**src/common/core_pkg.sv**
```systemverilog
package core_pkg;

    // ************************************************************************
    // widths
    // ************************************************************************
    localparam int unsigned REG_ADDR_W = 5;
    localparam int unsigned CSR_ADDR_W = 12;
    localparam int unsigned INST_W     = 32;

    // major opcodes, bits [6:0]
    localparam logic [6:0] OPC_OP_IMM = 7'b0010011;
    localparam logic [6:0] OPC_OP     = 7'b0110011;
    localparam logic [6:0] OPC_LUI    = 7'b0110111;
    localparam logic [6:0] OPC_JAL    = 7'b1101111;
    localparam logic [6:0] OPC_SYSTEM = 7'b1110011;

    // machine mode csrs, only these four exist
    localparam logic [CSR_ADDR_W-1:0] CSR_MSTATUS = 12'h300;
    localparam logic [CSR_ADDR_W-1:0] CSR_MTVEC   = 12'h305;
    localparam logic [CSR_ADDR_W-1:0] CSR_MEPC    = 12'h341;
    localparam logic [CSR_ADDR_W-1:0] CSR_MCAUSE  = 12'h342;

    localparam logic [63:0] CAUSE_ECALL_M = 64'd11; // ecall from m-mode

    // ************************************************************************
    // control bundles between stages
    // ************************************************************************
    typedef enum logic [2:0] {
        ALU_ADD,
        ALU_SUB,
        ALU_AND,
        ALU_OR,
        ALU_XOR,
        ALU_PASS_B  // lui
    } alu_op_e;

    typedef enum logic [1:0] {
        WB_ALU,
        WB_CSR,     // old csr value
        WB_LINK     // pc + 4
    } wb_src_e;

    typedef struct packed {
        alu_op_e     alu_op;
        logic [63:0] op_a;
        logic [63:0] op_b;
    } exec_ctrl_t;

    typedef struct packed {
        logic                  we;
        logic [REG_ADDR_W-1:0] rd;
        wb_src_e               src;
    } wb_ctrl_t;

    typedef struct packed {
        logic                  we;       // csrrw
        logic                  is_ecall;
        logic [CSR_ADDR_W-1:0] addr;
        logic [63:0]           wdata;    // rs1 value
    } csr_ctrl_t;

    typedef struct packed {
        logic        taken;
        logic [63:0] target;
    } redirect_t;

    // one retired instruction, for difftest
    typedef struct packed {
        logic                  valid;
        logic [63:0]           pc;
        logic [INST_W-1:0]     inst;
        logic                  rd_we;
        logic [REG_ADDR_W-1:0] rd;
        logic [63:0]           rd_wdata;
    } retire_t;

endpackage
```
**src/decode/inst_decode.sv**
```systemverilog
module inst_decode import core_pkg::*; #(
    parameter int unsigned XLEN = 64
) (
    input  logic [INST_W-1:0]     inst_i,
    input  logic [XLEN-1:0]       pc_i,
    input  logic                  valid_i,
    output logic [REG_ADDR_W-1:0] raddr1_o,
    output logic [REG_ADDR_W-1:0] raddr2_o,
    input  logic [XLEN-1:0]       rdata1_i,
    input  logic [XLEN-1:0]       rdata2_i,
    output exec_ctrl_t            exec_o,
    output wb_ctrl_t              wb_o,
    output csr_ctrl_t             csr_o,
    output redirect_t             jump_o
);

    // ************************************************************************
    // field extraction
    // ************************************************************************
    logic [6:0]            opcode;
    logic [REG_ADDR_W-1:0] rd;
    logic [2:0]            funct3;
    logic [6:0]            funct7;
    logic [XLEN-1:0]       imm_i;
    logic [XLEN-1:0]       imm_u;
    logic [XLEN-1:0]       imm_j;

    assign opcode = inst_i[6:0];
    assign rd     = inst_i[11:7];
    assign funct3 = inst_i[14:12];
    assign funct7 = inst_i[31:25];

    assign imm_i = {{(XLEN-12){inst_i[31]}}, inst_i[31:20]};
    assign imm_u = {{(XLEN-32){inst_i[31]}}, inst_i[31:12], 12'b0};
    assign imm_j = {{(XLEN-21){inst_i[31]}}, inst_i[31], inst_i[19:12],
                    inst_i[20], inst_i[30:21], 1'b0};

    assign raddr1_o = inst_i[19:15];
    assign raddr2_o = inst_i[24:20];

    // enables before valid gating
    logic rd_we;
    logic csr_we;
    logic ecall;
    logic jal;

    // ************************************************************************
    // opcode / funct decode
    // ************************************************************************
    always_comb begin
        exec_o.alu_op = ALU_ADD;
        exec_o.op_a   = rdata1_i;
        exec_o.op_b   = rdata2_i;
        wb_o.src      = WB_ALU;
        rd_we         = 1'b0;
        csr_we        = 1'b0;
        ecall         = 1'b0;
        jal           = 1'b0;

        case (opcode)
            OPC_OP_IMM: begin
                exec_o.op_b = imm_i;
                rd_we       = 1'b1;
                case (funct3)
                    3'b000:  exec_o.alu_op = ALU_ADD; // addi
                    3'b100:  exec_o.alu_op = ALU_XOR;
                    3'b110:  exec_o.alu_op = ALU_OR;
                    3'b111:  exec_o.alu_op = ALU_AND;
                    default: rd_we = 1'b0;            // slti, shifts etc. not here
                endcase
            end
            OPC_OP: begin
                rd_we = 1'b1;
                case ({funct7, funct3})
                    {7'b0000000, 3'b000}: exec_o.alu_op = ALU_ADD;
                    {7'b0100000, 3'b000}: exec_o.alu_op = ALU_SUB;
                    {7'b0000000, 3'b100}: exec_o.alu_op = ALU_XOR;
                    {7'b0000000, 3'b110}: exec_o.alu_op = ALU_OR;
                    {7'b0000000, 3'b111}: exec_o.alu_op = ALU_AND;
                    default:              rd_we = 1'b0;
                endcase
            end
            OPC_LUI: begin
                exec_o.alu_op = ALU_PASS_B;
                exec_o.op_b   = imm_u;
                rd_we         = 1'b1;
            end
            OPC_JAL: begin
                wb_o.src = WB_LINK;
                rd_we    = 1'b1;
                jal      = 1'b1;
            end
            OPC_SYSTEM: begin
                if (funct3 == 3'b001) begin // csrrw
                    wb_o.src = WB_CSR;
                    rd_we    = 1'b1;
                    csr_we   = 1'b1;
                end else if (inst_i[31:7] == '0) begin
                    ecall = 1'b1;
                end
            end
            default: ; // retires as a no-op
        endcase
    end

    // nothing leaves decode enabled for a squashed or empty slot
    assign wb_o.we        = valid_i && rd_we;
    assign wb_o.rd        = rd;
    assign csr_o.we       = valid_i && csr_we;
    assign csr_o.is_ecall = valid_i && ecall;
    assign csr_o.addr     = inst_i[31:20];
    assign csr_o.wdata    = rdata1_i;
    assign jump_o.taken   = valid_i && jal;
    assign jump_o.target  = pc_i + imm_j;

endmodule

```
**config.mk**
```make
export PLATFORM = sky130hd
export DESIGN_NAME = inst_decode
export DESIGN_NICKNAME = d
export VERILOG_FILES = /design/src/common/core_pkg.sv /design/src/decode/inst_decode.sv
export SDC_FILE = /design/constraint.sdc
export NUM_CORES = 1
export LEC_CHECK = 0
export ABC_AREA = 1
export BUFFER_PORTS_ARGS = -buffer_cell sky130_fd_sc_hd__buf_2
export CORE_AREA = 3 3 200 202
export DETAILED_ROUTE_END_ITERATION = 10
export DIE_AREA = 0 0 203 205
export PLACE_DENSITY = 0.47
export SETUP_SLACK_MARGIN = 0.05
export SKIP_LAST_GASP = 1
export SLEW_MARGIN = 20
export SYNTH_ARGS = -nofsm -noshare
export SYNTH_HDL_FRONTEND = slang
export SYNTH_SLANG_ARGS = --single-unit
```
**constraint.sdc**
```tcl
create_clock -name vclk -period 2.05
set_clock_uncertainty 0.2 [all_clocks]
set_input_delay 0.3075 -clock vclk [all_inputs]
set_output_delay 0.3075 -clock vclk [all_outputs]
set_load 0.02 [all_outputs]
```
* Word-level counts from Yosys, hierarchy flattened
Index checks and enable logic that the tools add are counted.
Cells by class: $add $sub $neg 1, equality and inequality tests 13, mux-type cells 15, reductions and logical operators 10
Operators with widths (number):
- 64-bit case mux with 2 select lines | 1
- 64-bit adder | 1
- 10-bit by 3-bit equality test with 1-bit output (second input constant) | 3
- 25-bit logical NOT | 1
- 3-bit case mux with 3 select lines | 2
- 7-bit by 6-bit equality test with 1-bit output (second input constant) | 2
- 7-bit equality test (second input constant) | 2
- 3-bit case mux with 4 select lines | 1
- 10-bit by 9-bit equality test with 1-bit output (second input constant) | 1
- 10-bit logical NOT | 1
- 3-bit equality test (second input constant) | 3
- 1-bit two-way mux | 9
- 7-bit by 5-bit equality test with 1-bit output (second input constant) | 1
- 5-bit OR reduction | 1
- 1-bit logical AND | 4
- 1-bit case mux with 4 select lines | 1
- 2-bit case mux with 2 select lines | 1
- 4-bit OR reduction | 1
- 3-bit by 1-bit equality test with 1-bit output (second input constant) | 1
- 3-bit logical NOT | 1
- 2-bit OR reduction | 1
Storage, ports and cells: bits in registers 0, bits of input ports 225, output and inout bits 292, word-level logic and storage cells 39

* Depth between registers and ports, before layout
Gate-level depths: netlist of run 1.
depth in word-level cells 5, mapped depth 14, depth with buffers taken out 14

* Least setup slack after synthesis of run 1
OpenSTA, ideal clock, no wires.
kind in2out, start input inst_i[21], end output jump_o[29] in the netlist's numbering, arrival time 1.907 ns, required time 1.542 ns, slack -0.365 ns, stages on the path 11, path buffers 0, cells stage by stage ha_1 > fa_1 > nand3_1 > nand3_2 > nand2_1 > nand2_1 > nand2_1 > nand2_1 > nand2_1 > nand2_1 > xor2_1
RTL lines:
- from (decl) | RTL line inst_decode.sv:4 | input logic [INST_W-1:0] inst_i,
- to (decl) | RTL line inst_decode.sv:14 | output redirect_t jump_o

==> results of run 1 <==
-- Yosys cell counts, drive strengths merged --
cell type	count	area share (%)
inv	325	15
o211ai	13	1.2
xnor2	1	0.11
xor2	31	3.4
nor3	20	1.5
fa	1	0.25
nand4	27	2.2
nor4	4	0.31
nand2	647	31
a21oi	42	2.6
o21ai	13	0.82
nor2	128	6.2
ha	62	9.7
o21bai	6	0.57
clkbuf	10	0.47
o22ai	2	0.16
nor3b	2	0.33
buf	167	15
nand3	135	8.7
clkinv	2	0.094
-- layer usage --
layer	global-route usage, %	vias to the layer above
met4	6.36	0
met2	40.0	453
li1	-	5789
met5	0	-
met3	3.70	78
met1	26.5	5356
-- critical path, cell delays in order --
cell,delay [ns]
buf_16,0.13
buf_12,0.15
ha_4,0.29
buf_6,0.12
nand2_8,0.07
nor2_4,0.20
nand2_2,0.11
nor2_1,0.09
nand2_1,0.09
nand3_4,0.13
buf_6,0.12
xor2_4,0.15
buf_6,0.13
-- final cells by class --
| type | count | area (um^2) |
|---|---|---|
| well taps | 518 | 648 |
| repair buffers | 652 | 5700 |
| multi-input cells | 1135 | 9320 |
| fillers | 4004 | 21500 |
| inverters | 327 | 1260 |
| diodes | 5 | 12.5 |
-- report_power, final --
part           internal (mW)   total [mW]  switching, mW
combinational           2.45         5.42           2.98
sequential                 0            0              0
clock            0.000000327  0.000000327              0
total                   2.45         5.42           2.98
-- cell families (layout without fill, tap and decap cells) --
group                    count (synthesis)  in the layout
XOR/XNOR                                32             32
AND/OR/NAND/NOR                        963            964
AO/OA/AOI/OAI                           76             76
buffers and inverters                  504            979
adder cells (fa/ha/maj)                 63             63
other                                    0              5
-- metrics by stage --
stage          power (mW)  worst slack [ns]  setup TNS (ns)  area [um^2]
6_report             5.42            -0.583          -38.53        16900
5_1_grt              5.79            -0.686          -46.97        16900
4_1_cts              4.92            -0.644          -33.38        15400
3_5_place_dp         3.88            -0.898          -48.62        12000
3_3_place_gp         3.89            -0.963          -49.10        12000
2_1_floorplan        2.49            -0.156           -1.58         8940
-- timing repair --
action	in CTS	in global routing
endpoints found under the hold margin	0	0
resized for setup	676	409
pin swaps	215	188
endpoints found under the setup margin	132	134
gates cloned	17	1
hold buffers	0	0
buffers inserted	47	24
-- final timing paths --
check	cells past startpoint	startpoint	end
max	13	inst_i[31]	jump_o[24]
min	0	rdata1_i[10]	csr_o[10]
==> out/metrics.yaml, run 1 <==
hold_viol: 0
dieHeight_um: 205
place_inst: 2554
hp-class: "in -> out"
synth_top_family_by_area: "simple AND/OR/NAND/NOR gates"
endpoint_kind: "output port"
totalWireLength_mm: 49.0
gp_congestion: 0.932
drt_pass1_iterations: 5
wl_met1_mm: 20.0
period_needed_ns: 2.63
synth_xor_xnor_area_share_pct: 3.52
critPathRequiredTime_ns: 1.54
crit_type: "in -> out"
syn_nets: 1926
drtAntennaViolNets: 0
synth-simple-area-share_pct: 49.8
top_layer_used: "met4"
grt_setup_unrepaired: "true"
powerDensity_nw_per_um2: 320
io_pins: 517
cp_max_fo: 6
worst_pin_slew_ns: 0.304
syn-cell-area_um2: 7970
ir_drop_mv: 0.181
io_buffers: 323
ys_seq_area_share_pct: 0
layout_commonest_cell: "nand2_1"
final_core_util_pct: 44.1
holdWs_ns: 0.415
drv_cap: 0
grt_usage_pct: 22.0
wl_per_cell_um: 18.6
via_per_inst: 4.43
fin_ws_ns: -0.583
grt.overflow.total: 0
drc: 0
syn_inst: 1638
antenna_found_initial: 5
netlist-cell-type-count: 31
wl_met2_mm: 24.2
ff_latch_area_um2: 0
first_global_vias: 11600
dieArea_um2: 41600
wl_met3_mm: 2.94
synth_warnings: 0
startpoint_type: "input port"
grt_max_degree: 26
seq_cell_count: 0
synth-compound-area-share_pct: 5.40
status: "complete, but fails checks"
clock_buffers: 0
instances_no_fill: 2637
floorplan.initialDensity_pct: 20.7
drv_slew: 0
synthAdderAreaFrac_pct: 9.99
nets: 2404
layout_common_cells: "335 x nand2_1, 250 x inv_1, 241 x buf_4"
p_leak_nw: 9.18
layout-drive-gt1-share_pct: 63.5
yosys-mux-area-fraction_pct: 0
violations: "setup timing"
core-area_um2: 38500
grt_pass1_wl_mm: 70.1
fmax_ghz: 0.380
syn_to_final_growth_pct: 113
hpwl_mm: 40.7
die_w_um: 203
slew_headroom_pct: 79.5
finalSetupViolCount: 131
row_count: 72
cp.arrival_ns: 2.13
vias: 11700
drt_iter0_markers: 477
post-route-period-util_pct: 128
syn_avg_cell_area_um2: 4.86
No activity file was read; power rests on OpenSTA's default activity.
==> inputs of run 2 (changes only) <==
Settings changed: BUFFER_PORTS_ARGS -buffer_cell sky130_fd_sc_hd__buf_2 to not set, DONT_BUFFER_PORTS set to 1, GPL_ROUTABILITY_DRIVEN set to 0, PLACE_DENSITY 0.47 to 0.34.
Clock period 2.05 ns to 2.6 ns, I/O delays scaled along.
==> run 2 against run 1 <==
The flow still finishes with violations (setup timing). Non-clock buffer count is 350 lower. Via count is 16% lower. Die area stayed put. Power is 42% lower. Clock-buffer cell count stayed put. Hold slack better by 0.17 ns. Routed wire length is 19% lower. Critical endpoint is now jump_o[26].
==> out/metrics.yaml, run 2 (synthesis results as in run 1) <==
nets: 2053  # -15%
syn_to_final_growth_pct: 47.9
p_comb_share_pct: 100.0  # about the same
grt_pass1_wl_mm: 56.9  # -19%
worst_pin_slew_ns: 0.438  # +0.134 ns
first_global_vias: 9321  # -20%
layout_common_cells: "497 x nand2_1, 308 x inv_1, 263 x buf_4"
hpwl_mm: 35.1  # -14%
vias: 9831  # -16%
gr-usage-met1_pct: 21.7  # -4.8 points
row_count: 72  # unchanged
finalSetupViolCount: 11  # -92%
design_area_um2: 11800  # -30%
grt.overflow.total: 0  # unchanged
seq_cell_count: 0  # unchanged
p_leak_nw: 6.62  # -28%
place_area_um2: 9810  # -18%
p_sw_share_pct: 55.5  # +0.66 points
crit_type: "in -> out"
startpoint_type: "input port"
switching_power_mw: 1.74  # -42%
critPathRequiredTime_ns: 2.01  # +0.47 ns
cts_hold_buf: 0  # unchanged
layout-drive-gt1-share_pct: 36.8  # -27 points
grt_max_degree: 74  # +180%
p_clk_share_pct: 0  # unchanged
drtAntennaViolNets: 0  # unchanged
violations: "setup timing"
final_core_util_pct: 30.6  # -13 points
fillerInstances: 4439  # +11%
drt_pass1_iterations: 5  # unchanged
grtUsageMet2_pct: 32.5  # -7.5 points
hp-class: "in -> out"
grt_util_met3_pct: 4.18  # +0.48 points
grt_usage_pct: 17.8  # -4.2 points
io_pins: 517  # unchanged
floorplan.initialDensity_pct: 20.7  # unchanged
internal_power_mw: 1.39  # -43%
endpoint_kind: "output port"
period_needed_ns: 2.64
p_seq_share_pct: 0  # unchanged
grt_setup_unrepaired: "true"
dieHeight_um: 205  # unchanged
totalWireLength_mm: 39.7  # -19%
drv_slew: 0  # unchanged
fin_ws_ns: -0.0409  # +0.542 ns
ff_latch_area_um2: 0  # unchanged
drv_cap: 0  # unchanged
cp.arrival_ns: 2.05  # -0.08 ns
drc: 0  # unchanged
fmax_ghz: 0.379
drt_iter0_markers: 498  # +4.4%
core-area_um2: 38500  # unchanged
multi_input_area_um2: 7330  # -21%
cp_max_fo: 49  # +43
clock_buffers: 0  # unchanged
die_w_um: 203  # unchanged
powerDensity_nw_per_um2: 265  # -17%
antenna_cells: 0  # -5
dieArea_um2: 41600  # unchanged
ir_drop_mv: 0.147  # -18%
wl_per_cell_um: 17.4  # -6.4%
hold_viol: 0  # unchanged
status: "complete, but fails checks"
io_buffers: 0  # -100%
final.setup.tns_ns: -0.157  # +38.37 ns
grt.busiest_layer: "met2"
layout_commonest_cell: "nand2_1"
slew_headroom_pct: 70.7  # -8.9 points
antenna_found_initial: 2  # -3
via_per_inst: 4.31  # -2.7%
post-route-period-util_pct: 102
run 2: cell types whose count changed in the layout (fill, tap and decap cells not counted), sizes merged:
| cell | before | now |
|---|---|---|
| inv | 324 | 325 |
| clkinv | 3 | 2 |
| diode | 5 | 0 |
| buf | 651 | 302 |
| nand4 | 28 | 27 |
| clkbuf | 1 | 0 |
run 2: what timing repair did:
action | in CTS | in global routing
gates resized for setup | 212 | 223
hold endpoints to repair | 0 | 0
setup endpoints to repair | 53 | 52
pin swaps | 35 | 88
buffers inserted | 7 | 3
run 2: final cells by class:
cell class	count	share of cell area (%)
Timing Repair Buffer	302	21.9
Tap cell	518	5.50
Inverter	327	10.4
Multi-Input combinational cell	1134	62.2
run 2: through the flow:
step,power [mW],setup WS [ns],hold slack (ns),cells
final,3.12,-0.0409,0.580,2281
after global placement,2.66,-0.317,0.580,2272
after global routing,3.41,-0.0873,0.580,2281
after CTS,2.93,0.00527,0.580,2279
after floorplan,1.73,0.0502,0.693,1638
after detailed placement,2.66,-0.343,0.580,2272
run 2: critical path, stage by stage:
cell and delay (ns):
ha_4 0.38, nand2_4 0.08, nor2_4 0.13, inv_2 0.07
nor3_4 0.25, nand3_2 0.12, nand2_4 0.12, xor2_1 0.14
buf_4 0.14, buf_6 0.11
run 2: power groups by stage:
stage / Clock, mW / Combinational, mW / Sequential, mW
after detailed placement: 0 / 2.66 / 0
after global placement: 0 / 2.66 / 0
final: 0 / 3.12 / 0
after CTS: 0 / 2.93 / 0
after global routing: 0 / 3.41 / 0
after floorplan: 0 / 1.73 / 0
run 2: per-layer routing:
layer | vias up | routed length, um
li1 | 5068 | -
met1 | 4393 | 16400
met2 | 315 | 19700
met3 | 51 | 2890
met4 | 4 | 659
met5 | - | 21
run 2: worst paths after layout:
| path | startpoint | end | slack, ns | cells after the start |
|---|---|---|---|---|
| worst max-delay path | inst_i[31] | jump_o[26] | -0.04 | 10 |
| worst min-delay path | rdata1_i[39] | csr_o[39] | 0.58 | 0 |
==> inputs of run 3 (changes only) <==
Settings changed: BUFFER_PORTS_ARGS set to -buffer_cell sky130_fd_sc_hd__buf_2, CORE_AREA 3 3 200 202 to 3 3 201 203, DIE_AREA 0 0 203 205 to 0 0 204 206, DONT_BUFFER_PORTS 1 to not set, PLACE_DENSITY 0.34 to 0.45.
==> run 3 against run 2 <==
The run still ends with setup timing left. Cell count is 12% higher. Hold slack about the same. Critical path depth increased by 7. Global-route usage up 2.1 points. Highest routed layer unchanged. Via count grew 14%. Sequential share of layout area unchanged. Setup slack lost 0.18 ns.
==> out/metrics.yaml, run 3 (synthesis results as in run 1) <==
status: "complete, but fails checks"
violations: "setup timing"
layout-drive-gt1-share_pct: 54.7  # +18 points
p_leak_nw: 8.14  # +23%
fmax_ghz: 0.354  # -6.5%
worst_pin_slew_ns: 0.404  # -0.0347 ns
drv_cap: 0  # unchanged
endpoint_kind: "output port"
fin_ws_ns: -0.224  # -0.183 ns
slew_headroom_pct: 72.9  # +2.2 points
grt_usage_pct: 19.9  # +2.1 points
fillerInstances: 4156  # -6.4%
crit_chain: "buf_12 > buf_16 > ha_4 > nand2_4 > nor2_4 > buf_4 > buf_4 > nand2_1 > nand2_2 > buf_4 > nand2_2 > nand2_1 > nand2_1 > nand3_1 > nand2_1 > nand2_1 > buf_6"
floorplan.initialDensity_pct: 20.6  # -0.097 points
layout_common_cells: "406 x nand2_1, 266 x inv_1, 253 x buf_2"
dieArea_um2: 42000  # +0.98%
grt_max_degree: 71  # -4.1%
final_core_util_pct: 37.5  # +6.9 points
ff_latch_area_um2: 0  # unchanged
layout_commonest_cell: "nand2_1"
startpoint_type: "input port"
cp.arrival_ns: 2.23  # +0.18 ns
via_per_inst: 4.42  # +2.6%
drt_pass1_iterations: 6  # +1
wl_per_cell_um: 17.6  # +1.3%
cp_max_fo: 7  # -86%
worst_path_largest_cell_delay_ns: 0.33  # -0.05 ns
place_inst: 2484  # +9.3%
drt_iter0_markers: 532  # +6.8%
powerDensity_nw_per_um2: 269  # +1.3%
crit_slowest_cell: "ha_4"
row_count: 72  # unchanged
critPathLaunch: "inst_i[31]"
instances_no_fill: 2544  # +12%
vias: 11200  # +14%
p_clk_share_pct: 0  # unchanged
grt_pass1_wl_mm: 64.9  # +14%
finalSetupViolCount: 43  # +32
dieHeight_um: 206  # +0.49%
nets: 2313  # +13%
holdWs_ns: 0.580  # -0.00000100 ns
post-route-period-util_pct: 109  # +7.0 points
die_w_um: 204  # +0.49%
internal_power_mw: 1.70  # +23%
grt.overflow.total: 0  # unchanged
antenna_found_initial: 5  # +3
hold_viol: 0  # unchanged
syn_to_final_growth_pct: 81.9
drc: 0  # unchanged
hpwl_mm: 38.0  # +8.2%
p_seq_share_pct: 0  # unchanged
p_sw_share_pct: 56.2  # +0.69 points
totalWireLength_mm: 44.8  # +13%
min_to: "csr_o[28]"
switching_power_mw: 2.19  # +26%
clock_buffers: 0  # unchanged
core-area_um2: 38600  # +0.47%
drv_slew: 0  # unchanged
drtAntennaViolNets: 0  # unchanged
p_comb_share_pct: 100.0  # about the same
io_buffers: 323  # +323
crit_type: "in -> out"
seq_cell_count: 0  # unchanged
hold_depth: 0  # unchanged
hp-class: "in -> out"
ir_drop_mv: 0.169  # +14%
grt_setup_unrepaired: "true"
hold_start: "rdata1_i[28]"
critPathRequiredTime_ns: 2.01  # about the same
period_needed_ns: 2.82  # +0.183 ns
first_global_vias: 11100  # +19%
io_pins: 517  # unchanged
cp_common_cell: "nand2_1"
==> run 3: worst max-delay path, delay by kind of cell <==
kind,cells,cell delay [ns]
buf+inv,6,0.74
fa+ha+maj,1,0.33
simple gates,10,0.77
==> run 3: through the flow <==
step           TNS [ns]  total power, mW  cell area [um^2]  worst slack (ns)
2_1_floorplan         0             1.73              7990            0.0502
3_3_place_gp     -19.79             2.69             10400            -0.570
3_5_place_dp     -20.60             2.69             10400            -0.584
4_1_cts           -5.18             3.56             13300            -0.229
5_1_grt           -9.68             4.18             14500            -0.330
6_report          -5.53             3.89             14500            -0.224
==> run 3: power groups by stage <==
| stage | Sequential (mW) | Combinational (mW) | Clock, mW |
|---|---|---|---|
| after floorplan | 0 | 1.73 | 0 |
| after global placement | 0 | 2.69 | 0 |
| after detailed placement | 0 | 2.69 | 0 |
| after CTS | 0 | 3.56 | 0 |
| after global routing | 0 | 4.18 | 0.000000103 |
| final | 0 | 3.89 | 0.000000155 |
==> run 3: final cells by class <==
type                       count  area [um^2]  area share [%]
antenna                        3         7.51          0.0518
inverter                     327         1250            8.64
multi-input combinational   1134         8440            58.3
tap                          518          648            4.47
timing repair buffer         562         4140            28.6
==> run 3: what timing repair did <==
action                     in CTS  in global routing
hold buffers                    0                  0
resized for setup             591                297
pin swaps                     153                157
setup endpoints to repair      59                 61
buffers inserted               40                 18
gates cloned                    4                  0
==> run 3: how the worst max path moves through the flow <==
stage                            end  depth (start not counted)
after global routing      jump_o[54]                         16
after CTS                 jump_o[62]                         14
after floorplan           jump_o[61]                         13
after global placement    jump_o[30]                         12
final                     jump_o[51]                         17
after detailed placement  jump_o[30]                         12
==> run 3: metal layers <==
metal,wire [um],vias up,track usage (%),share of wire (%)
met1,17100,5106,22.6,38
li1,-,5594,-,-
met4,1610,2,5.38,3.6
met5,13,-,0,0.029
met2,23300,470,39.0,52
met3,2850,77,2.46,6.4
